### src/source/npc_pkg.sv
// npc shared definitions
package npc_pkg;

	// ****************************************
	// datapath widths
	// ****************************************

	// register and alu value
	typedef logic [63:0] xlen_t;
	// instruction address
	typedef logic [63:0] pc_t;
	// raw instruction word
	typedef logic [31:0] inst_t;
	// register index
	typedef logic [4:0]  reg_idx_t;

	// alu operations
	typedef enum logic [3:0] {
		ADD,
		SUB,
		SLL,
		SLT,
		SLTU,
		XOR,
		SRL,
		SRA,
		OR,
		AND,
		PASS_B
	} alu_op_e;

	// ifu states
	typedef enum logic [1:0] {
		FETCH,
		WAIT_UPD,
		HALT
	} fetch_state_e;

	// first fetch address
	localparam pc_t RESET_PC = 64'h0000_0000_8000_0000;

	// ****************************************
	// rv64i major opcodes
	// ****************************************
	localparam logic [6:0] OPC_LUI    = 7'b0110111;
	localparam logic [6:0] OPC_AUIPC  = 7'b0010111;
	localparam logic [6:0] OPC_JAL    = 7'b1101111;
	localparam logic [6:0] OPC_JALR   = 7'b1100111;
	localparam logic [6:0] OPC_BRANCH = 7'b1100011;
	localparam logic [6:0] OPC_OP_IMM = 7'b0010011;
	localparam logic [6:0] OPC_OP     = 7'b0110011;

	// branch funct3 codes
	localparam logic [2:0] F3_BEQ  = 3'b000;
	localparam logic [2:0] F3_BNE  = 3'b001;
	localparam logic [2:0] F3_BLT  = 3'b100;
	localparam logic [2:0] F3_BGE  = 3'b101;
	localparam logic [2:0] F3_BLTU = 3'b110;
	localparam logic [2:0] F3_BGEU = 3'b111;

endpackage
### src/source/npc_exu.sv
// execute unit
`timescale 1ns/100ps

module npc_exu (
	input  logic              clk,
	input  logic              rst,
	input  logic              valid_id_ex,
	output logic              ready_id_ex,
	input  npc_pkg::pc_t      pc_id_ex,
	input  npc_pkg::xlen_t    op_a,
	input  npc_pkg::xlen_t    op_b,
	input  npc_pkg::xlen_t    imm,
	input  npc_pkg::alu_op_e  alu_op,
	input  npc_pkg::reg_idx_t rd,
	input  logic              is_branch,
	input  logic              is_jal,
	input  logic              is_jalr,
	input  logic [2:0]        funct3,
	output npc_pkg::pc_t      dnpc,
	output logic              pc_update,
	output logic              valid_ex_wb,
	input  logic              ready_ex_wb,
	output npc_pkg::pc_t      pc_ex_wb,
	output logic              wb_wen,
	output npc_pkg::reg_idx_t wb_rd,
	output npc_pkg::xlen_t    wb_data
);
	import npc_pkg::*;

	xlen_t alu_res;
	logic  cond;
	pc_t   pc_plus4;
	pc_t   target;
	pc_t   next_pc;
	logic  accept;

	// ****************************************
	// alu
	// ****************************************
	always_comb begin
		case (alu_op)
			ADD:     alu_res = op_a + op_b;
			SUB:     alu_res = op_a - op_b;
			SLL:     alu_res = op_a << op_b[5:0];
			SLT:     alu_res = xlen_t'($signed(op_a) < $signed(op_b));
			SLTU:    alu_res = xlen_t'(op_a < op_b);
			XOR:     alu_res = op_a ^ op_b;
			SRL:     alu_res = op_a >> op_b[5:0];
			SRA:     alu_res = xlen_t'($signed(op_a) >>> op_b[5:0]);
			OR:      alu_res = op_a | op_b;
			AND:     alu_res = op_a & op_b;
			default: alu_res = op_b;
		endcase
	end

	// branch compare on rs1 / rs2
	always_comb begin
		case (funct3)
			F3_BEQ:  cond = (op_a == op_b);
			F3_BNE:  cond = (op_a != op_b);
			F3_BLT:  cond = ($signed(op_a) < $signed(op_b));
			F3_BGE:  cond = ($signed(op_a) >= $signed(op_b));
			F3_BLTU: cond = (op_a < op_b);
			F3_BGEU: cond = (op_a >= op_b);
			default: cond = 1'b0;
		endcase
	end

	// next pc, jalr base is rs1
	assign pc_plus4 = pc_id_ex + 64'd4;
	assign target   = (is_jalr ? op_a : pc_id_ex) + imm;

	always_comb begin
		if (is_jalr) begin
			next_pc = {target[63:1], 1'b0};
		end else if (is_jal || (is_branch && cond)) begin
			next_pc = target;
		end else begin
			next_pc = pc_plus4;
		end
	end

	// ****************************************
	// ex/wb stage register
	// ****************************************
	assign ready_id_ex = !valid_ex_wb || ready_ex_wb;
	assign accept      = valid_id_ex && ready_id_ex;

	always_ff @(posedge clk) begin
		if (rst) begin
			valid_ex_wb <= 1'b0;
			pc_update   <= 1'b0;
		end else begin
			// one cycle pulse back to ifu
			pc_update <= accept;
			if (accept) begin
				valid_ex_wb <= 1'b1;
			end else if (ready_ex_wb) begin
				valid_ex_wb <= 1'b0;
			end
		end
	end

	always_ff @(posedge clk) begin
		if (accept) begin
			dnpc     <= next_pc;
			pc_ex_wb <= pc_id_ex;
			// branches and x0 targets write nothing
			wb_wen   <= !is_branch && (rd != 5'd0);
			wb_rd    <= rd;
			wb_data  <= (is_jal || is_jalr) ? pc_plus4 : alu_res;
		end
	end

endmodule

### config.mk
export PLATFORM = sky130hd
export DESIGN_NAME = npc_exu
export DESIGN_NICKNAME = d
export VERILOG_FILES = /design/src/source/npc_pkg.sv /design/src/source/npc_exu.sv
export SDC_FILE = /design/constraint.sdc
export NUM_CORES = 2
export LEC_CHECK = 0
export BUFFER_PORTS_ARGS = -buffer_cell sky130_fd_sc_hd__buf_2
export CORE_UTILIZATION = 45
export DETAILED_ROUTE_END_ITERATION = 6
export PLACE_DENSITY = 0.65
export SKIP_CTS_REPAIR_TIMING = 1
export SLEW_MARGIN = 20
export SYNTH_ARGS = -nofsm -noshare
export SYNTH_HDL_FRONTEND = slang
export SYNTH_SLANG_ARGS = --single-unit
### constraint.sdc
create_clock -name clk -period 8.65 [get_ports clk]
set_input_delay 1.2975 -clock clk [delete_from_list [all_inputs] [get_ports clk]]
set_output_delay 1.2975 -clock clk [all_outputs]
set_load 0.01 [all_outputs]
==> flow_summary.yaml <==
yosys:
  synth.net_count: 4573
  synth_edf_count: 198
  async_flop_share_pct: 0
  syn_inst: 4038
  synth_flop_cell: "edfxtp_1"
  yosysWarnings: 0
  ys_seq_area_share_pct: 18.7
  syn_area_sq_mm: 0.0320
  ys_ff_latch: 200
  ys_types: 87
  syn_avg_cell_area_sq_um: 7.93
job:
  cap_violations: 0
floorplanning:
  rows: 97
  initial_core_util_pct: 45.6
  design.die.area_sq_mm: 0.0722
  io_pins: 476
  fp.dieH_um: 269
  fp.dieW_um: 269
  coreArea_sq_mm: 0.0703
placed_design:
  port_buffers: 475
  placed_cells: 5238
  gp_congestion: 1.13
  hpwl_um: 131000
worst_setup_path:
  crit_path_start_kind: "input pin"
  critPathArrivalTime_ps: 6290
  crit_type: "input pin to flop"
  cp.required_ps: 8880
  critPathCaptureType: "flop"
  crit_fanout: 42
grt:
  gr-total-overflow: 0
  grt_pass1_wl_um: 232000
  grt_start_max_net_pins: 88
  grt_use_total_pct: 44.4
  grt_pass1_vias: 32600
  antenna_found_initial: 15
sta:
  setup_viol: 0
  fmax_mhz: 165
  rsz0062_at_grt: "no"
  slew_violations: 0
  clock_skew_ps: 27.6
  max_slew.worst_pin.slew_ps: 1310
  period_minus_slack_ps: 6060
  tns_ps: 0
  hold_viol_final: 0
  slew_headroom_pct: 12.1
  finalCritPeriodShare_pct: 70.1
drt:
  postRouteAntennaNets: 0
  dr.pass1.iters: 7
  initialDrtViolationCount: 5004
  vias: 35700
  drc: 1
  routed_via_density: 6.77
  routed_wl_um: 165000
  wl_per_cell_um: 31.3
layout:
  multi_input_area_sq_mm: 0.0241
  synthToLayoutAreaGrowth_pct: 11.2
  instances_no_fill: 5279
  nets: 4853
  fillers: 6926
  drive_above_1_share_pct: 18.7
  regArea_sq_mm: 0.00599
pwr:
  ir_drop_v: 0.000118
  leakage_nw: 14.9
  power_w: 0.00449
  power.density_mw_per_mm2: 126
clock_network:
  worstSkewPairLatency_ps: 540
  clock_path_buffers: 2
  htree_levels: 4
  cts_tree: "yes"
  clk_pin_slew_ps: 90
  numCtsBuffers: 17
  clockRootBuffer: "clkbuf_16"
  cts.sinks: 200
min_path:
  hold_class: "flop to flop"
status:
  status: "finished, violations left"
  violations: "design-rule violations"
stage by stage:
step / hold slack, ps / setup slack, ps / cell area, sq um / util [%]
6_report: 524 / 2590 / 35600 / 50.7
5_1_grt: 553 / 2660 / 35600 / 50.7
4_1_cts: 528 / 2910 / 35600 / 50.6
3_5_place_dp: 516 / 2370 / 35000 / 49.8
3_3_place_gp: 500 / 2330 / 35000 / 49.8
2_1_floorplan: 593 / 2020 / 32000 / -
sequential cells by signal (all words and copies together), names as in the netlist:
name / count
pc_ex_wb: 64
wb_rd: 5
valid_ex_wb: 1
pc_update: 1
dnpc: 64
wb_data: 64
wb_wen: 1
metal layers:
layer / part of all wire [%] / up-vias / track usage (%) / wire length [um]
met5: 0.057 / - / 0 / 95
met4: 8.4 / 16 / 32.2 / 13900
met3: 10 / 523 / 9.09 / 16500
met2: 43 / 2402 / 67.0 / 71000
met1: 39 / 17100 / 56.2 / 63900
li1: - / 15700 / - / -
layout by cell type, fill, tap and decap left out, types with 105 or more instances in the layout:
cell and n:
o21ai_0 257, ha_1 257, xnor2_1 105, nand2_1 313, buf_2 470, inv_1 227, mux2i_1 201, nor2_1 431
a21oi_1 399, edfxtp_1 198
cell families (layout without fill, tap and decap cells):
kind of cell	count (synthesis)	count (layout)	synth area share, %
AOI/OAI and AO/OA	1321	1321	26.7
muxes	397	397	16.6
buffers and inverters	514	807	6.34
xor gates and xnor gates	171	171	4.68
and+or+nand+nor	1175	1175	16.8
DFF	200	200	18.7
other	0	8	0
adders and majority gates	260	260	10.2
cell type report:
cell class / instances / area share (%)
antenna: 8 / 0.0562
clock buffer: 20 / 1.31
clock inverter: 12 / 0.355
inverter: 242 / 2.56
multi-input combinational: 3324 / 67.5
sequential: 200 / 16.8
tap: 940 / 3.30
timing repair buffer: 533 / 8.07
worst max-delay path: stages:
cell	delay, ps
buf_2	440
inv_4	370
ha_1	460
nor3_1	210
a21oi_1	120
o211ai_1	220
a31oi_1	340
o21ai_0	1060
o21ai_0	560
o31a_1	380
a211o_1	290
xnor2_1	160
a21oi_1	270
a211oi_1	80
worst paths after layout:
kind / slack [ps] / start / depth (start not counted) / end
min: 520 / valid_ex_wb$_SDFFE_PP0P_ / 2 / valid_ex_wb$_SDFFE_PP0P_
min reg2reg: 520 / valid_ex_wb$_SDFFE_PP0P_ / 2 / valid_ex_wb$_SDFFE_PP0P_
max reg2reg: 6040 / valid_ex_wb$_SDFFE_PP0P_ / 3 / wb_data[62]$_DFFE_PP_
max: 2590 / op_b[2] / 14 / wb_data[57]$_DFFE_PP_
Yosys cell counts, drive strengths merged (48+ instances only):
cell,instances,share of area [%]
edfxtp,198,19
ha,257,10
nor3,89,1.4
inv,233,2.7
xor2,66,1.8
nand3,74,1.2
a211oi,74,1.7
buf,81,1.3
clkbuf,191,2.2
a21oi,401,6.3
nor2,436,5.1
mux2,100,3.6
o21bai,48,1.1
mux4,96,6.8
xnor2,105,2.9
mux2i,201,6.3
a21o,61,1.4
nand2,314,3.7
o211ai,72,1.7
o21ai,259,4.1
power by group:
group	switching (W)	leakage, nW	internal [W]
logic	0.00157	12.7	0.000813
clock network	0.000476	0.283	0.000407
registers	0.0000283	1.93	0.00119
total	0.00207	14.9	0.00241
(Power assumes the default switching activity.)
