### config.mk
export PLATFORM = sky130hd
export DESIGN_NAME = npc_ifu
export DESIGN_NICKNAME = d
export VERILOG_FILES = /design/src/source/npc_pkg.sv /design/src/source/npc_ifu.sv
export SDC_FILE = /design/constraint.sdc
export NUM_CORES = 1
export LEC_CHECK = 0
export BUFFER_PORTS_ARGS = -buffer_cell sky130_fd_sc_hd__buf_2
export CAP_MARGIN = 10
export CORE_MARGIN = 5
export CORE_UTILIZATION = 51
export CTS_CLUSTER_DIAMETER = 80
export DETAILED_ROUTE_END_ITERATION = 10
export PLACE_DENSITY = 0.94
export SLEW_MARGIN = 20
export SYNTH_ARGS = -nofsm -noshare
export SYNTH_HDL_FRONTEND = slang
export SYNTH_SLANG_ARGS = --single-unit
### constraint.sdc
create_clock -name clk -period 22.2 [get_ports clk]
set_input_delay 5.55 -clock clk [delete_from_list [all_inputs] [get_ports clk]]
set_output_delay 5.55 -clock clk [all_outputs]
set_load 0.02 [all_outputs]
### src/source/npc_pkg.sv
// npc shared definitions
package npc_pkg;

	// ****************************************
	// datapath widths
	// ****************************************

	// register and alu value
	typedef logic [63:0] xlen_t;
	// instruction address
	typedef logic [63:0] pc_t;
	// raw instruction word
	typedef logic [31:0] inst_t;
	// register index
	typedef logic [4:0]  reg_idx_t;

	// alu operations
	typedef enum logic [3:0] {
		ADD,
		SUB,
		SLL,
		SLT,
		SLTU,
		XOR,
		SRL,
		SRA,
		OR,
		AND,
		PASS_B
	} alu_op_e;

	// ifu states
	typedef enum logic [1:0] {
		FETCH,
		WAIT_UPD,
		HALT
	} fetch_state_e;

	// first fetch address
	localparam pc_t RESET_PC = 64'h0000_0000_8000_0000;

	// ****************************************
	// rv64i major opcodes
	// ****************************************
	localparam logic [6:0] OPC_LUI    = 7'b0110111;
	localparam logic [6:0] OPC_AUIPC  = 7'b0010111;
	localparam logic [6:0] OPC_JAL    = 7'b1101111;
	localparam logic [6:0] OPC_JALR   = 7'b1100111;
	localparam logic [6:0] OPC_BRANCH = 7'b1100011;
	localparam logic [6:0] OPC_OP_IMM = 7'b0010011;
	localparam logic [6:0] OPC_OP     = 7'b0110011;

	// branch funct3 codes
	localparam logic [2:0] F3_BEQ  = 3'b000;
	localparam logic [2:0] F3_BNE  = 3'b001;
	localparam logic [2:0] F3_BLT  = 3'b100;
	localparam logic [2:0] F3_BGE  = 3'b101;
	localparam logic [2:0] F3_BLTU = 3'b110;
	localparam logic [2:0] F3_BGEU = 3'b111;

endpackage
### src/source/npc_ifu.sv
// instruction fetch unit
`timescale 1ns/100ps

module npc_ifu (
	input  logic           clk,
	input  logic           rst,
	output npc_pkg::pc_t   inst_addr,
	input  npc_pkg::inst_t inst_data,
	input  npc_pkg::pc_t   dnpc,
	input  logic           pc_update,
	input  logic           illegal,
	output logic           valid_if_id,
	input  logic           ready_if_id,
	output npc_pkg::pc_t   pc_if_id,
	output npc_pkg::inst_t inst_if_id
);
	import npc_pkg::*;

	pc_t          pc;
	fetch_state_e state;
	logic         capture;

	// imem address follows pc, only moves on pc_update
	assign inst_addr = pc;

	// take the word when fetching and the if/id slot is free
	assign capture = (state == FETCH) && (!valid_if_id || ready_if_id);

	// ****************************************
	// pc and fetch fsm
	// ****************************************
	always_ff @(posedge clk) begin
		if (rst) begin
			pc          <= RESET_PC;
			state       <= FETCH;
			valid_if_id <= 1'b0;
		end else begin
			if (illegal) begin
				// sticky stop
				state <= HALT;
			end else begin
				case (state)
					FETCH:    if (capture) state <= WAIT_UPD;
					WAIT_UPD: begin
						// one in flight, wait for exu next pc
						if (pc_update) begin
							pc    <= dnpc;
							state <= FETCH;
						end
					end
					default:  state <= HALT;
				endcase
			end
			// if/id valid, drained by idu
			if (capture) begin
				valid_if_id <= 1'b1;
			end else if (ready_if_id) begin
				valid_if_id <= 1'b0;
			end
		end
	end

	// if/id payload
	always_ff @(posedge clk) begin
		if (capture) begin
			pc_if_id   <= pc;
			inst_if_id <= inst_data;
		end
	end

endmodule

==> out/qor.csv, run 1 <==
metric;value;unit
outcome;complete, no violations;
crit_type;input pin to flop;
cts_resized;0;
cp_top_family;buffers and inverters;
start_kind;input pin;
place_ws;14.50;ns
final_nets;749;
most-common-layout-cells;buf_2, nand2b_1, edfxtp_1;
finalSetupTns;0;ns
hold_path.class;flop to flop;
layout_commonest_cell;buf_2;
crit_path_max_incr_delay;0.67;ns
netlist_area;5920;um2
grt_pass1_vias;4193;
fill_cells;813;
p_per_area;86.4;nW/um2
multi_input_area;1510;um2
cts_buffers;17;
rsz0062_at_grt;false;
required;22.23;ns
syn-num-nets;487;
dr.pass1.iters;4;
antenna_found_initial;0;
clockRootBuffer;clkbuf_16;
slew_viol_final;0;
die_x;118;um
fmax;0.142;GHz
ctsHtreeMaxLevel;4;
crit_path_end_kind;flop;
skew;0.00977;ns
synth_warnings;0;
cts_max_path_buffers;2;
num_antenna_cells;0;
io_buffers;261;
cp.arrival;7.05;ns
setup_ws;15.18;ns
cellLeakagePower;3.34;nW
grt_busiest_layer;met2;
drt_wl_total;13800;um
critical_path.slowest_cell;buf_6;
core-area;11400;um2
syn_to_final_growth;31.3;%
avgSynthCellArea;15.3;um2
finalSetupViolations;0;
die_h;118;um
wl_per_cell;17.2;um
drive_gt1_frac;0.451;
worstMarginPinSlew;1.10;ns
crit_buf_inv;2;
hold_violations;0;
start_util;0.519;
grt_first_pass_wirelength;22200;um
overflow;0;
via_per_inst;4.81;
clkTransAtPathRegs;0.06;ns
path_cells;buf_2, nor2b_1, nor3_2, buf_6;
yosysUniqueCellTypes;15;
ir_drop;56.2;uV
slew_headroom;0.269;
gr-usage-met2;0.351;
met1_usage;0.229;
register_area;4220;um2
cts_hold_buf;0;
clock_latency;0.40;ns
period_minus_slack;7.02;ns
fin_crit_sh;0.316;
use_met3;0.0591;
die_area;13900;um2
synthCells;386;
total_power;0.000672;W
cts.sinks;163;
crit_fanout;87;
post_cts_buffers;0;
final_antenna_net_count;0;
ys_ff_latch;163;
num_rows;39;
num_vias;3866;
ys_seq_area_frac;0.713;
gp_congestion;0.732;
drc;0;
dp_hpwl;10000;um
num_io_pins;262;
drt_iter0_markers;237;
maxCapViolCount;0;
track_usage;0.198;
grt_max_degree;132;
cts_tree;done;
cells in the mapped netlist:
cell,instances,share of area
nand2b_1,126,0.13
edfxtp_1,96,0.49
dfxtp_1,67,0.23
mux2i_1,64,0.11
clkbuf_1,12,0.0076
buf_12,7,0.024
nor2_1,5,0.0032
buf_2,2,0.0017
a211o_1,1,0.0015
a211oi_1,1,0.0013
and4bb_4,1,0.0027
inv_1,1,0.00063
nor2b_1,1,0.0011
nor3_1,1,0.00084
o21ba_2,1,0.0017
cell families after synthesis:
| kind of cell | count (synthesis) | synth area share |
|---|---|---|
| mux | 64 | 0.108 |
| simple gates | 134 | 0.141 |
| flops | 163 | 0.713 |
| compound gates | 3 | 0.00444 |
| buf+inv | 22 | 0.0336 |
area by class of cell:
class                      count  share of cell area
clock buffer                  17              0.0547
inverter                       1            0.000483
sequential                   163               0.543
timing repair buffer         264               0.171
tap                          143              0.0230
clock inverter                15              0.0137
multi-input combinational    201               0.194
layer usage:
metal,part of all wire,vias up
met5,0,-
met4,0.015,0
met3,0.076,14
met2,0.53,173
met1,0.38,1829
li1,-,1850
flip-flops by register name (all words and copies together), names as in the netlist:
signal,count
inst_addr,64
state,2
pc_if_id,64
valid_if_id,1
inst_if_id,32
worst register-to-register path, cell delays in order, from the launching register on:
cell	delay [ns]
dfxtp_1	0.31
nor2b_1	0.16
nor3_2	0.58
buf_6	0.67
per-stage QoR:
stage,hold WS (ns),area (um2),util,std cells
after CTS,0.458,7770,0.681,804
after global placement,0.434,7240,0.634,772
after floorplan,0.467,5920,-,386
after global routing,0.480,7780,0.681,804
final,0.456,7780,0.681,804
after detailed placement,0.444,7240,0.634,772
power by group:
part / switching [W] / internal, W / leakage, nW
clock: 0.000116 / 0.000144 / 0.265
combinational: 0.0000433 / 0.0000238 / 1.57
sequential: 0.00000550 / 0.000340 / 1.51
total: 0.000165 / 0.000507 / 3.34
final timing paths:
path	slack [ns]	start	endpoint	cells after the start
max	15.18	ready_if_id	pc_if_id[58]	4
min	0.46	inst_addr[43]	pc_if_id[43]	0
max reg2reg	20.00	valid_if_id	pc_if_id[58]	3
min reg2reg	0.46	inst_addr[43]	pc_if_id[43]	0
Note: power is estimated with default switching activity, not from simulation.
==> run 2, diff against run 1 <==
- CORE_UTILIZATION: 51 -> 42
- PLACE_DENSITY: 0.94 -> 0.84
- clock period: 22.2 -> 6.05 ns (I/O delays scaled with it)
==> run 2 against run 1 <==
Worst hold slack better by 0.0035 ns. Flip-flop and latch count stayed put. Critical path depth is the same. Combinational power grew to 3.7 times the previous value. Non-clock buffer count grew 1. Sequential share of layout area shrank 0.68 points. Total power grew to 3.8 times the previous value. Sequential power rose to 3.7 times the previous value. Utilization is 11 points lower.
==> out/qor.csv, run 2 (synthesized netlist as in run 1, its figures left out) <==
metric;value;unit
outcome;complete, no violations;
ir_drop;233;uV
critical_path.slowest_cell;and4bb_4;
worstMarginPinSlew;0.892;ns
grt_first_pass_wirelength;21100;um
overflow;0;
gp_congestion;0.751;
hold_path.class;flop to flop;
drc;0;
core-area;13900;um2
finalSetupViolations;0;
required;6.38;ns
most-common-layout-cells;buf_2, nand2b_1, edfxtp_1;
layout_commonest_cell;buf_2;
post_cts_buffers;0;
final_antenna_net_count;0;
clockRootBuffer;clkbuf_16;
clkTransAtPathRegs;0.06;ns
cts_hold_buf;0;
ctsHtreeMaxLevel;4;
dr.pass1.iters;4;
period_minus_slack;2.95;ns
num_vias;3865;
finalSetupTns;0;ns
cts_buffers;17;
crit_fanout;34;
reg2reg_to;inst_addr[58];
placedCellCount;810;
hold_depth;0;
reg2reg_from;state[0];
num_io_pins;262;
slew_viol_final;0;
antenna_found_initial;0;
drive_gt1_frac;0.451;
setup_ws;3.10;ns
fin_crit_sh;0.488;
syn_to_final_growth;32.9;%
cellLeakagePower;3.35;nW
place_ws;2.64;ns
num_rows;43;
cts.sinks;163;
grt_pass1_vias;4023;
p_per_area;323;nW/um2
final_nets;750;
wl_per_cell;16.4;um
grt_max_degree;132;
cts_tree;done;
crit_path_end_kind;flop;
fin_cells;841;
min_to;pc_if_id[8];
cp.arrival;3.29;ns
track_usage;0.163;
crit_path_max_incr_delay;0.75;ns
die_x;129;um
r2r_cells;3;
rsz0062_at_grt;false;
cts_resized;0;
io_buffers;261;
hold_violations;0;
num_antenna_cells;0;
skew;0.0106;ns
start_kind;input pin;
start_util;0.427;
cts_max_path_buffers;2;
path_cells;buf_2, and4bb_4, buf_4, mux2i_1;
drt_wl_total;13800;um
dp_hpwl;10100;um
maxCapViolCount;0;
drt_iter0_markers;178;
via_per_inst;4.60;
crit_type;input pin to flop;
hold_start;inst_addr[8];
r2r_setup_slack;3.91;ns
die_h;129;um
slew_headroom;0.405;
die_area;16600;um2
clock_latency;0.41;ns
fmax;0.339;GHz
==> run 2: changes by cell type in the layout (fill, tap and decap cells not counted) <==
cell / before / now
clkbuf_8: 0 / 1
inv_6: 4 / 2
clkinv_2: 5 / 3
buf_6: 1 / 0
clkinv_4: 4 / 1
clkinvlp_4: 1 / 4
nor3_2: 1 / 0
bufinv_16: 0 / 2
nor3_4: 0 / 1
buf_4: 2 / 4
==> run 2: worst max-delay path by stage <==
stage	cells after the start	end	slack (ns)	startpoint
floorplan	2	inst_if_id[0]	0.29	ready_if_id
global placement	4	inst_addr[63]	2.72	illegal
detailed placement	4	inst_addr[58]	2.64	illegal
CTS	4	inst_addr[58]	3.08	illegal
global route	4	inst_addr[58]	2.98	illegal
finish	4	inst_addr[58]	3.10	illegal
==> run 2: layout make-up <==
type                    count  area [um2]
clock buffers              18         439
inverters                   1        3.75
repair buffers            265        1340
fillers                  1121        6000
well taps                 180         225
multi-input cells         201        1510
clock inverters            13         135
flip-flops and latches    163        4220
==> run 2: routing by layer <==
metal	global-route usage	vias to the layer above	part of all wire
li1	-	1853	-
met1	0.190	1830	0.37
met2	0.282	165	0.52
met3	0.0548	17	0.095
met4	0.0587	0	0.016
met5	0	-	0
==> run 2: where the power goes <==
group / leakage [nW] / internal (W) / switching, W
clock: 0.272 / 0.000615 / 0.000419
sequential: 1.51 / 0.00125 / 0.0000189
combinational: 1.57 / 0.0000881 / 0.000159
==> run 2: through the flow <==
stage	power, W	cell area [um2]	util	hold WS [ns]
final	0.00255	7880	0.567	0.460
after global routing	0.00265	7880	0.567	0.469
after CTS	0.00258	7880	0.567	0.460
after detailed placement	0.00154	7300	0.526	0.447
after global placement	0.00153	7300	0.526	0.441
after floorplan	0.00144	5930	-	0.476
==> run 2: worst max-delay path, delay by kind of cell <==
| family | cells | cell delay, ns |
|---|---|---|
| muxes | 1 | 0.27 |
| and+or+nand+nor | 1 | 0.75 |
| buffers and inverters | 2 | 0.71 |
==> run 3, diff against run 2 <==
- CORE_UTILIZATION: 42 -> 47
- PLACE_DENSITY: 0.84 -> 0.89
- clock period: 6.05 -> 3.1 ns (I/O delays scaled with it)
==> run 3 against run 2 <==
Wire length hardly changed. Sequential power is 96% higher. Worst setup slack worse by 1.9 ns. First-iteration DRC count is 1.1% higher. Register-to-register slack worse by 2.6 ns. Cell count is 0.83% lower. Die area is 9.8% lower. Worst hold slack worse by 0.0064 ns. Design area hardly changed. Utilization is 6.5 points higher. Combinational power is 97% higher. Flip-flop and latch count stayed put. Critical path type unchanged. Largest cell class unchanged.
==> out/qor.csv, run 3 (synthesized netlist as in run 1, its figures left out) <==
metric;value;unit
drive_gt1_frac;0.446;
fin_crit_sh;0.605;
most-common-layout-cells;buf_2, nand2b_1, edfxtp_1;
required;3.43;ns
io_buffers;261;
hold_violations;0;
gp_congestion;0.753;
fmax;0.533;GHz
worstMarginPinSlew;0.778;ns
path_cells;buf_2, and4bb_4, buf_12, mux2i_1;
crit_fanout;43;
drc;0;
start_kind;input pin;
crit_type;input pin to flop;
wl_met2;7170;um
placed_area;7320;um2
cts.sinks;163;
via_per_inst;4.67;
crit_path_max_incr_delay;0.64;ns
dr.pass1.iters;4;
num_io_pins;262;
fill_cells;942;
critical_path.slowest_cell;and4bb_4;
routed-wl-met3;1450;um
reg2reg_from;state[0];
drt_wl_total;13800;um
postLayoutCoreUtil;0.632;
clkTransAtPathRegs;0.06;ns
clockRootBuffer;clkbuf_16;
syn_to_final_growth;33.0;%
placedCellCount;802;
cp.arrival;2.20;ns
hold_path.class;flop to flop;
die_area;15000;um2
met1_length;4840;um
clock_latency;0.41;ns
grt_pass1_vias;3948;
fin_area;7880;um2
post_cts_buffers;0;
die_x;122;um
cts_hold_buf;0;
r2r_setup_slack;1.31;ns
crit_path_end_kind;flop;
skew;0.00813;ns
num_rows;41;
slew_viol_final;0;
track_usage;0.180;
grt_first_pass_wirelength;20400;um
cts_resized;0;
core-area;12500;um2
cts_buffers;17;
outcome;complete, no violations;
final_nets;750;
drt_iter0_markers;180;
rsz0062_at_grt;false;
hold_start;inst_addr[14];
cts_max_path_buffers;2;
min_to;pc_if_id[14];
overflow;0;
grt_max_degree;80;
final_antenna_net_count;0;
setup_ws;1.22;ns
num_vias;3897;
die_h;122;um
routed.top_layer;met5;
hold_depth;0;
maxCapViolCount;0;
cts_tree;done;
place_ws;0.817;ns
reg2reg_to;inst_addr[62];
ir_drop;369;uV
layout_commonest_cell;buf_2;
cellLeakagePower;3.36;nW
slew_headroom;0.481;
num_antenna_cells;0;
ctsHtreeMaxLevel;4;
fin_cells;834;
dp_hpwl;10000;um
period_minus_slack;1.88;ns
p_per_area;626;nW/um2
start_util;0.475;
antenna_found_initial;2;
finalSetupViolations;0;
r2r_cells;3;
wl_per_cell;16.5;um
[run 3: critical path: cells and delay by family]
family	cells	cell delay, ns
AND/OR/NAND/NOR	1	0.64
multiplexers	1	0.27
buffers and inverters	2	0.48
[run 3: worst max path at each step]
stage | startpoint | end | slack [ns]
after detailed placement | illegal | inst_addr[58] | 0.82
after global routing | illegal | inst_addr[62] | 1.19
after floorplan | ready_if_id | inst_if_id[0] | -0.41
after global placement | illegal | inst_addr[48] | 0.91
final | illegal | inst_addr[62] | 1.22
after CTS | illegal | inst_addr[62] | 1.22
[run 3: area by class of cell]
| class | count | area (um2) | share of cell area |
|---|---|---|---|
| clock buffer | 22 | 444 | 0.0564 |
| tap | 172 | 215 | 0.0273 |
| sequential | 163 | 4220 | 0.536 |
| multi-input combinational | 201 | 1520 | 0.193 |
| timing repair buffer | 265 | 1360 | 0.173 |
| clock inverter | 10 | 111 | 0.0141 |
| inverter | 1 | 3.75 | 0.000476 |
[run 3: through the flow]
| stage | hold WS, ns | total power, W | setup TNS (ns) |
|---|---|---|---|
| global route | 0.464 | 0.00512 | 0 |
| floorplan | 0.499 | 0.00280 | -39.05 |
| finish | 0.453 | 0.00493 | 0 |
| CTS | 0.452 | 0.00498 | 0 |
| detailed placement | 0.438 | 0.00301 | 0 |
| global placement | 0.441 | 0.00299 | 0 |
[run 3: per-layer routing]
layer  vias up  GRT usage
met2       171      0.318
met1      1832      0.188
met3        28     0.0770
met5         -          0
met4         4     0.0721
li1       1862          -
[run 3: where the power goes]
part / internal [W] / switching [W]
clock: 0.00118 / 0.000794
sequential: 0.00243 / 0.0000374
combinational: 0.000174 / 0.000312
