### config.mk
export PLATFORM = sky130hd
export DESIGN_NAME = npc_idu
export DESIGN_NICKNAME = d
export VERILOG_FILES = /design/src/source/npc_pkg.sv /design/src/source/npc_idu.sv
export SDC_FILE = /design/constraint.sdc
export NUM_CORES = 1
export LEC_CHECK = 0
export ABC_CLOCK_PERIOD_IN_PS = 22900
export BUFFER_PORTS_ARGS = -buffer_cell sky130_fd_sc_hd__buf_2
export CORE_AREA = 4 4 195 197
export DETAILED_ROUTE_END_ITERATION = 16
export DIE_AREA = 0 0 199 201
export PLACE_DENSITY = 0.54
export SETUP_SLACK_MARGIN = 0.2
export SLEW_MARGIN = 10
export SYNTH_ARGS = -nofsm -noshare
export SYNTH_HDL_FRONTEND = slang
export SYNTH_SLANG_ARGS = --single-unit
export TNS_END_PERCENT = 1
### constraint.sdc
create_clock -name clk -period 22.9 [get_ports clk]
set_input_delay 4.58 -clock clk [delete_from_list [all_inputs] [get_ports clk]]
set_output_delay 4.58 -clock clk [all_outputs]
set_load 0.03 [all_outputs]
### src/source/npc_pkg.sv
// npc shared definitions
package npc_pkg;

	// ****************************************
	// datapath widths
	// ****************************************

	// register and alu value
	typedef logic [63:0] xlen_t;
	// instruction address
	typedef logic [63:0] pc_t;
	// raw instruction word
	typedef logic [31:0] inst_t;
	// register index
	typedef logic [4:0]  reg_idx_t;

	// alu operations
	typedef enum logic [3:0] {
		ADD,
		SUB,
		SLL,
		SLT,
		SLTU,
		XOR,
		SRL,
		SRA,
		OR,
		AND,
		PASS_B
	} alu_op_e;

	// ifu states
	typedef enum logic [1:0] {
		FETCH,
		WAIT_UPD,
		HALT
	} fetch_state_e;

	// first fetch address
	localparam pc_t RESET_PC = 64'h0000_0000_8000_0000;

	// ****************************************
	// rv64i major opcodes
	// ****************************************
	localparam logic [6:0] OPC_LUI    = 7'b0110111;
	localparam logic [6:0] OPC_AUIPC  = 7'b0010111;
	localparam logic [6:0] OPC_JAL    = 7'b1101111;
	localparam logic [6:0] OPC_JALR   = 7'b1100111;
	localparam logic [6:0] OPC_BRANCH = 7'b1100011;
	localparam logic [6:0] OPC_OP_IMM = 7'b0010011;
	localparam logic [6:0] OPC_OP     = 7'b0110011;

	// branch funct3 codes
	localparam logic [2:0] F3_BEQ  = 3'b000;
	localparam logic [2:0] F3_BNE  = 3'b001;
	localparam logic [2:0] F3_BLT  = 3'b100;
	localparam logic [2:0] F3_BGE  = 3'b101;
	localparam logic [2:0] F3_BLTU = 3'b110;
	localparam logic [2:0] F3_BGEU = 3'b111;

endpackage
### src/source/npc_idu.sv
// instruction decode unit
`timescale 1ns/100ps

module npc_idu (
	input  logic               clk,
	input  logic               rst,
	input  logic               valid_if_id,
	output logic               ready_if_id,
	input  npc_pkg::pc_t       pc_if_id,
	input  npc_pkg::inst_t     inst_if_id,
	output npc_pkg::reg_idx_t  rs1_addr,
	output npc_pkg::reg_idx_t  rs2_addr,
	input  npc_pkg::xlen_t     rs1_data,
	input  npc_pkg::xlen_t     rs2_data,
	output logic               valid_id_ex,
	input  logic               ready_id_ex,
	output npc_pkg::pc_t       pc_id_ex,
	output npc_pkg::xlen_t     op_a,
	output npc_pkg::xlen_t     op_b,
	output npc_pkg::xlen_t     imm,
	output npc_pkg::alu_op_e   alu_op,
	output npc_pkg::reg_idx_t  rd,
	output logic               is_branch,
	output logic               is_jal,
	output logic               is_jalr,
	output logic [2:0]         funct3,
	output logic               illegal
);
	import npc_pkg::*;

	logic [6:0] opcode;
	logic [2:0] f3;
	logic [6:0] f7;
	xlen_t      imm_i;
	xlen_t      imm_u;
	xlen_t      imm_j;
	xlen_t      imm_b;
	alu_op_e    arith_op;
	logic       accept;
	logic       dec_illegal;
	logic       dec_branch;
	logic       dec_jal;
	logic       dec_jalr;
	xlen_t      dec_op_a;
	xlen_t      dec_op_b;
	xlen_t      dec_imm;
	alu_op_e    dec_alu_op;

	// ****************************************
	// field split and immediates
	// ****************************************
	assign opcode   = inst_if_id[6:0];
	assign f3       = inst_if_id[14:12];
	assign f7       = inst_if_id[31:25];
	assign rs1_addr = inst_if_id[19:15];
	assign rs2_addr = inst_if_id[24:20];

	assign imm_i = {{52{inst_if_id[31]}}, inst_if_id[31:20]};
	assign imm_u = {{32{inst_if_id[31]}}, inst_if_id[31:12], 12'b0};
	assign imm_j = {{44{inst_if_id[31]}}, inst_if_id[19:12], inst_if_id[20],
		inst_if_id[30:21], 1'b0};
	assign imm_b = {{52{inst_if_id[31]}}, inst_if_id[7], inst_if_id[30:25],
		inst_if_id[11:8], 1'b0};

	// funct3 to alu op, bit 30 picks sub / sra
	always_comb begin
		case (f3)
			3'b000:  arith_op = ((opcode == OPC_OP) && inst_if_id[30]) ? SUB : ADD;
			3'b001:  arith_op = SLL;
			3'b010:  arith_op = SLT;
			3'b011:  arith_op = SLTU;
			3'b100:  arith_op = XOR;
			3'b101:  arith_op = inst_if_id[30] ? SRA : SRL;
			3'b110:  arith_op = OR;
			default: arith_op = AND;
		endcase
	end

	// ****************************************
	// operand select and legality
	// ****************************************
	always_comb begin
		dec_illegal = 1'b0;
		dec_branch  = 1'b0;
		dec_jal     = 1'b0;
		dec_jalr    = 1'b0;
		dec_op_a    = rs1_data;
		dec_op_b    = rs2_data;
		dec_imm     = imm_i;
		dec_alu_op  = ADD;
		case (opcode)
			OPC_LUI: begin
				dec_op_b   = imm_u;
				dec_alu_op = PASS_B;
			end
			OPC_AUIPC: begin
				dec_op_a = pc_if_id;
				dec_op_b = imm_u;
			end
			OPC_JAL: begin
				// link value pc + 4
				dec_op_a = pc_if_id;
				dec_op_b = 64'd4;
				dec_imm  = imm_j;
				dec_jal  = 1'b1;
			end
			OPC_JALR: begin
				// op_a stays rs1 for the target
				dec_op_b    = 64'd4;
				dec_jalr    = 1'b1;
				dec_illegal = (f3 != 3'b000);
			end
			OPC_BRANCH: begin
				dec_imm     = imm_b;
				dec_branch  = 1'b1;
				dec_alu_op  = SUB;
				dec_illegal = (f3 == 3'b010) || (f3 == 3'b011);
			end
			OPC_OP_IMM: begin
				dec_op_b   = imm_i;
				dec_alu_op = arith_op;
				// rv64 shamt is 6 bits, upper six bits fixed
				if (f3 == 3'b001) begin
					dec_illegal = (inst_if_id[31:26] != 6'b000000);
				end else if (f3 == 3'b101) begin
					dec_illegal = (inst_if_id[31:26] != 6'b000000) &&
						(inst_if_id[31:26] != 6'b010000);
				end
			end
			OPC_OP: begin
				dec_alu_op  = arith_op;
				// only add/sub and srl/sra have an alternate form
				dec_illegal = (f7 != 7'b0000000) &&
					!((f7 == 7'b0100000) && ((f3 == 3'b000) || (f3 == 3'b101)));
			end
			default: dec_illegal = 1'b1;
		endcase
	end

	// ****************************************
	// id/ex stage register
	// ****************************************
	assign ready_if_id = !valid_id_ex || ready_id_ex;
	assign accept      = valid_if_id && ready_if_id;

	always_ff @(posedge clk) begin
		if (rst) begin
			valid_id_ex <= 1'b0;
			illegal     <= 1'b0;
		end else begin
			// bad encodings are swallowed here
			if (accept && !dec_illegal) begin
				valid_id_ex <= 1'b1;
			end else if (ready_id_ex) begin
				valid_id_ex <= 1'b0;
			end
			if (accept && dec_illegal) begin
				illegal <= 1'b1;
			end
		end
	end

	always_ff @(posedge clk) begin
		if (accept) begin
			pc_id_ex  <= pc_if_id;
			op_a      <= dec_op_a;
			op_b      <= dec_op_b;
			imm       <= dec_imm;
			alu_op    <= dec_alu_op;
			rd        <= inst_if_id[11:7];
			is_branch <= dec_branch;
			is_jal    <= dec_jal;
			is_jalr   <= dec_jalr;
			funct3    <= f3;
		end
	end

endmodule

==> results of run 1 <==
[through the flow]
step,hold WS (ns),worst slack [ns],instances,utilization
CTS,0.550,13.23,1481,0.358
floorplan,0.777,11.92,527,-
global placement,0.532,13.24,1435,0.336
global route,0.588,13.24,1484,0.358
finish,0.548,13.27,1486,0.358
detailed placement,0.533,13.23,1435,0.336
[metal layers]
layer	track usage	part of all wire	wire, um
met1	0.169	0.38	12000
met2	0.261	0.51	16200
met3	0.0487	0.088	2770
met4	0.0347	0.020	620
met5	0	0.0015	46
[area by class of cell]
| class | count | area (um2) |
|---|---|---|
| fillers | 3577 | 23300 |
| flip-flops and latches | 230 | 6890 |
| repair buffers | 521 | 2650 |
| multi-input cells | 212 | 2050 |
| clock buffers | 31 | 669 |
| well taps | 468 | 586 |
| clock inverters | 15 | 124 |
| inverters | 4 | 15.0 |
| diodes | 5 | 12.5 |
[tightest hold or removal path, delay by kind of cell, from the launching register on]
kind               cells  cell delay, ns
DFF                    1            0.31
and+or+nand+nor        1            0.10
AOI/OAI and AO/OA      1            0.09
[sequential cells by signal, summed over array words and instances (netlist names)]
signal       cells
is_jal           1
is_branch        1
alu_op           4
op_b            64
imm             21
illegal          1
funct3           3
op_a            64
rd               5
pc_id_ex        64
is_jalr          1
valid_id_ex      1
[cell families after synthesis]
kind of cell / after synthesis
compound gates: 93
xor+xnor: 1
buf+inv: 85
flops: 230
mux: 65
simple gates: 53
[placed cells by master, fill, tap and decap left out, types with 2 or more instances in the layout]
| cell | n |
|---|---|
| a21oi_1 | 2 |
| nand3_1 | 3 |
| buf_4 | 9 |
| bufinv_16 | 2 |
| nand3b_1 | 2 |
| a22o_1 | 11 |
| buf_2 | 511 |
| mux2_2 | 5 |
| a21o_1 | 42 |
| edfxtp_1 | 228 |
| nor2_1 | 3 |
| and3_1 | 2 |
| nor3_2 | 2 |
| nor2b_1 | 4 |
| clkinv_2 | 2 |
| diode_2 | 5 |
| o311a_1 | 2 |
| nor3_1 | 3 |
| clkbuf_16 | 26 |
| or2_2 | 3 |
| o31ai_1 | 2 |
| dfxtp_1 | 2 |
| a2111o_1 | 2 |
| o21ai_0 | 3 |
| nand2_1 | 19 |
| a221o_1 | 19 |
| inv_1 | 4 |
| a211oi_1 | 2 |
| clkbuf_1 | 5 |
| clkinv_1 | 10 |
| a22oi_1 | 2 |
| mux2_4 | 60 |
| nand2b_1 | 2 |
[power groups by stage]
stage,sequential (mW),combinational (mW),clock (mW)
after floorplan,0.560,0.0458,0
after global placement,0.507,0.149,0
after detailed placement,0.507,0.150,0
after CTS,0.499,0.151,0.412
after global routing,0.501,0.157,0.429
final,0.499,0.148,0.395
[how the worst max path moves through the flow]
stage                         from          end  slack, ns  cells after the start
floorplan              ready_id_ex      illegal      11.92                      4
global placement    inst_if_id[20]  rs2_addr[0]      13.24                      2
detailed placement  inst_if_id[20]  rs2_addr[0]      13.23                      2
CTS                 inst_if_id[20]  rs2_addr[0]      13.23                      2
global route        inst_if_id[20]  rs2_addr[0]      13.24                      2
finish              inst_if_id[20]  rs2_addr[0]      13.27                      2
==> impl_metrics.toml, run 1 <==
[floorplanning]
core_area_um2 = 36300
die_area_um2 = 40000
die_w_um = 199
start_util = 0.262
die_y_um = 201
row_count = 70
pin_count = 512

[pwr]
fin_total_pwr_mw = 1.04
p_leak_nw = 5.73
combPwrFrac = 0.142
internal_power_mw = 0.770
swShare = 0.261
clock_power_share = 0.379
peakVddDrop_mv = 0.0494
pwr-share-seq = 0.479
p_switching_mw = 0.272
power_density_nw_per_um2 = 80.2

[synthesis]
synth_ff_type = "edfxtp_1"
synth.most_common_cell = "edfxtp_1"
synth_edf_count = 228
yosys_warnings = 0
ys_seq_area_frac = 0.724
synthAdderAreaFrac = 0
synth_nets = 755
ys_seq_elements = 230
synthCells = 527
synthArstFlopShare = 0
synth_compound_area_frac = 0.0810
ys_top_cells_by_count = "228 x edfxtp_1, 60 x mux2_4, 53 x buf_4, 42 x a21o_1"
yosys.area.top_type = "edfxtp_1"
synth_area_leaders = "edfxtp_1 72%, mux2_4 9.5%, buf_4 4.2%, a21o_1 3.3%, a221o_1 2.0%"
synthSimpleGateAreaFrac = 0.0308
synth_area_um2 = 9510
synth_mux_area_frac = 0.101
post_synth_num_cell_types = 44
netlist.area_leader.share = 0.720
synth_area_per_cell_um2 = 18.0
synth_top_family_by_area = "multiplexers"
synthXorXnorAreaFrac = 0.000921

[placement]
place_hpwl_um = 23800
placed_cell_area_um2 = 12200
port_buffers = 511
routabilityCongestion = 0.766

[global_routing]
grt_overflow = 0
antenna_found_initial = 10
grt_max_degree = 166
grt_use_total = 0.146
grt_pass1_vias = 6506
grt_pass1_wl_um = 44000

[sta]
fmax_mhz = 104
tns_ns = 0
setup_violations = 0
finClkSkew_ns = 0.00533
tightestPinTransition_ns = 1.24
layout_min_cycle_time_ns = 9.63
report.final.slew_viol_count = 0
max-slew-margin-rel = 0.174
timing.final.hold_violations = 0
grt_setup_unrepaired = "false"
finalCritPeriodShare = 0.420

[detailed_routing]
drtIter0Drc = 319
drt_wl_total_um = 31700
ant_nets = 0
routedWlPerCell_um = 21.3
drc_errors = 0
drt-pass1-iter-count = 7
via_per_inst = 4.31
num_vias = 6407

[worst_setup_path]
cp.arrival_ns = 5.05
start_kind = "primary input"
cpMaxStageDelayCell = "buf_2"
reg2reg_to = "pc_id_ex[14]"
rrSetupSlack_ns = 20.38
crit_type = "primary input to primary output"
worstSetupEndpointType = "primary output"
cpPeakStageDelay_ns = 0.24
crit_family = "buffers and inverters"
reg2reg_depth = 3
timing.rr.start = "valid_id_ex"
cp_num_buf_inv = 2
path_common_cell = "buf_2"
cp_cell_sequence = "buf_2 > buf_2"
cp_max_fo = 5
crit_required_ns = 18.32

[clock_network]
cts.htree.levels = 1
clock-sinks = 230
numCtsBuffers = 26
clk_pin_slew_worst_paths_ns = 0.06
clock_latency_ns = 0.53
cts_setup_buffers = 0
cts_resized = 0
hold_buffers = 0
tritoncts = "yes"
cts_buffer_depth = 3
root_buffer = "clkbuf_16"

[job]
maxCapViolations = 0

[min_path]
hold_class = "register to register"
hp-start = "valid_id_ex"
hold_path_end = "valid_id_ex"
hold_path_depth = 2

[final_layout]
final_nets = 1223
drive_gt1_frac = 0.620
area_growth_pct = 36.6
final_area_um2 = 13000

[status]
status = "finished clean"
Note: power is estimated with default switching activity, not from simulation.
==> run 2: changes to the inputs <==
--- a/config.mk
+++ b/config.mk
@@ -5,11 +5,12 @@
 export SDC_FILE = /design/constraint.sdc
 export NUM_CORES = 1
 export LEC_CHECK = 0
-export ABC_CLOCK_PERIOD_IN_PS = 22900
+export ABC_AREA = 1
+export ABC_CLOCK_PERIOD_IN_PS = 8500
 export BUFFER_PORTS_ARGS = -buffer_cell sky130_fd_sc_hd__buf_2
-export CORE_AREA = 4 4 195 197
+export CORE_AREA = 4 4 199 201
 export DETAILED_ROUTE_END_ITERATION = 16
-export DIE_AREA = 0 0 199 201
+export DIE_AREA = 0 0 203 205
 export PLACE_DENSITY = 0.54
 export SETUP_SLACK_MARGIN = 0.2
 export SLEW_MARGIN = 10
==> constraint.sdc (replaced) <==
create_clock -name clk -period 8.5 [get_ports clk]
set_input_delay 1.7 -clock clk [delete_from_list [all_inputs] [get_ports clk]]
set_output_delay 1.7 -clock clk [all_outputs]
set_load 0.03 [all_outputs]
==> impl_metrics.toml, run 2 <==
[pwr]
fin_total_pwr_mw = 2.75
power_density_nw_per_um2 = 212
peakVddDrop_mv = 0.141
p_leak_nw = 5.87

[final_layout]
antenna_cells = 0
final_core_util = 0.345
drive_gt1_frac = 0.556
stdcell_count = 1636
area_growth_pct = 35.5
final_nets = 1334
reg_top3 = "op_a x64, op_b x64, pc_id_ex x64"
fillers = 3790
layout_commonest_cell = "buf_2"
final_cell_mix = "511 x buf_2, 228 x edfxtp_1, 155 x nand2_1"
final_area_um2 = 13000

[synthesis]
synth.most_common_cell = "edfxtp_1"
ys_seq_area_frac = 0.719
yosys_warnings = 0
synthXorXnorAreaFrac = 0
synth_area_um2 = 9580
synth_ff_type = "edfxtp_1"
synth_area_per_cell_um2 = 15.1
synthAdderAreaFrac = 0
synth_edf_count = 228
yosys.area.top_type = "edfxtp_1"
synth_mux_area_frac = 0.0948
synth_compound_area_frac = 0.0159
synth_area_leaders = "edfxtp_1 71%, mux2_4 7.8%, nand2_1 6.1%, buf_4 4.5%, mux2_2 1.6%"
synthCells = 635
ys_seq_elements = 230
synthSimpleGateAreaFrac = 0.0951
synth_top_family_by_area = "simple AND/OR/NAND/NOR gates"
ys_top_cells_by_count = "228 x edfxtp_1, 155 x nand2_1, 57 x buf_4, 50 x mux2_4, 28 x nand3_1"
post_synth_num_cell_types = 31
synth_nets = 863
netlist.area_leader.share = 0.715
synthArstFlopShare = 0

[clock_network]
tritoncts = "yes"
cts.htree.levels = 1
cts_buffer_depth = 3
hold_buffers = 0
cts_setup_buffers = 0
root_buffer = "clkbuf_16"
numCtsBuffers = 26
cts_resized = 0
clock-sinks = 230
clock_latency_ns = 0.53
clk_pin_slew_worst_paths_ns = 0.05

[detailed_routing]
via_per_inst = 4.10
drc_errors = 0
drtIter0Drc = 298
drt_wl_total_um = 32000
num_vias = 6705
routedWlPerCell_um = 19.6
ant_nets = 0
drt-pass1-iter-count = 5

[worst_setup_path]
cp_max_fo = 2
crit_type = "primary input to primary output"
cp.arrival_ns = 2.15
worstSetupEndpointType = "primary output"
crit_required_ns = 6.80
rrSetupSlack_ns = 6.29
start_kind = "primary input"
timing.rr.start = "valid_id_ex"
reg2reg_depth = 2
reg2reg_to = "pc_id_ex[42]"

[sta]
setup_ws_ns = 4.65
setup_violations = 0
tightestPinTransition_ns = 1.03
whs_ns = 0.451
layout_min_cycle_time_ns = 3.85
fmax_mhz = 260
timing.final.hold_violations = 0
finalCritPeriodShare = 0.452
tns_ns = 0
max-slew-margin-rel = 0.314
report.final.slew_viol_count = 0
finClkSkew_ns = 0.00968
grt_setup_unrepaired = "false"

[min_path]
hold_path_end = "illegal"
hold_path_depth = 2
hp-start = "illegal"
hold_class = "register to register"

[placement]
port_buffers = 511
placed_cell_area_um2 = 12200
routabilityCongestion = 0.822
dpl_worst_slack_ns = 4.48
numPlacedInstances = 1589
place_hpwl_um = 24500

[global_routing]
grt_use_total = 0.141
met3_usage = 0.0440
grt_pass1_wl_um = 44500
met1_usage = 0.169
grt_overflow = 0
grt_max_degree = 139
grtUsageMet2 = 0.246
grt_busiest_layer = "met2"
antenna_found_initial = 1
grt_pass1_vias = 6715

[floorplanning]
row_count = 71
die_y_um = 205
start_util = 0.255
die_w_um = 203
core_area_um2 = 37600
pin_count = 512
die_area_um2 = 41600

[status]
status = "finished clean"

[job]
maxCapViolations = 0
run 2: final cells by class:
cell class / instances / area (um2) / area share
Clock buffer: 36 / 709 / 0.0547
Clock inverter: 11 / 46.3 / 0.00357
Inverter: 26 / 103 / 0.00791
Multi-Input combinational cell: 306 / 1990 / 0.153
Sequential cell: 230 / 6890 / 0.531
Tap cell: 511 / 639 / 0.0493
Timing Repair Buffer: 516 / 2610 / 0.201
run 2: critical path, stage by stage:
cell and delay, ns:
buf_2 0.10, inv_1 0.09, nand2_1 0.08, buf_2 0.18
run 2: logic make-up after synthesis:
kind of cell	Yosys count
AOI/OAI and AO/OA	26
and+or+nand+nor	216
DFF	230
buffers and inverters	99
muxes	64
run 2: worst max path at each step:
| stage | start | endpoint | slack, ns |
|---|---|---|---|
| 2_1_floorplan | ready_id_ex | alu_op[0] | 2.36 |
| 3_3_place_gp | inst_if_id[1] | op_a[0] | 4.49 |
| 3_5_place_dp | inst_if_id[1] | op_a[0] | 4.48 |
| 4_1_cts | ready_id_ex | ready_if_id | 4.65 |
| 5_1_grt | ready_id_ex | ready_if_id | 4.61 |
| 6_report | ready_id_ex | ready_if_id | 4.65 |
run 2: metal layers:
metal  up-vias  share of wire
met2       301           0.50
met5         -        0.00025
met3        54          0.084
li1       3147              -
met4         2          0.027
met1      3201           0.39
run 2: power by group:
| group | internal, mW | switching, mW |
|---|---|---|
| Clock | 0.577 | 0.430 |
| Combinational | 0.122 | 0.277 |
| Sequential | 1.33 | 0.0195 |
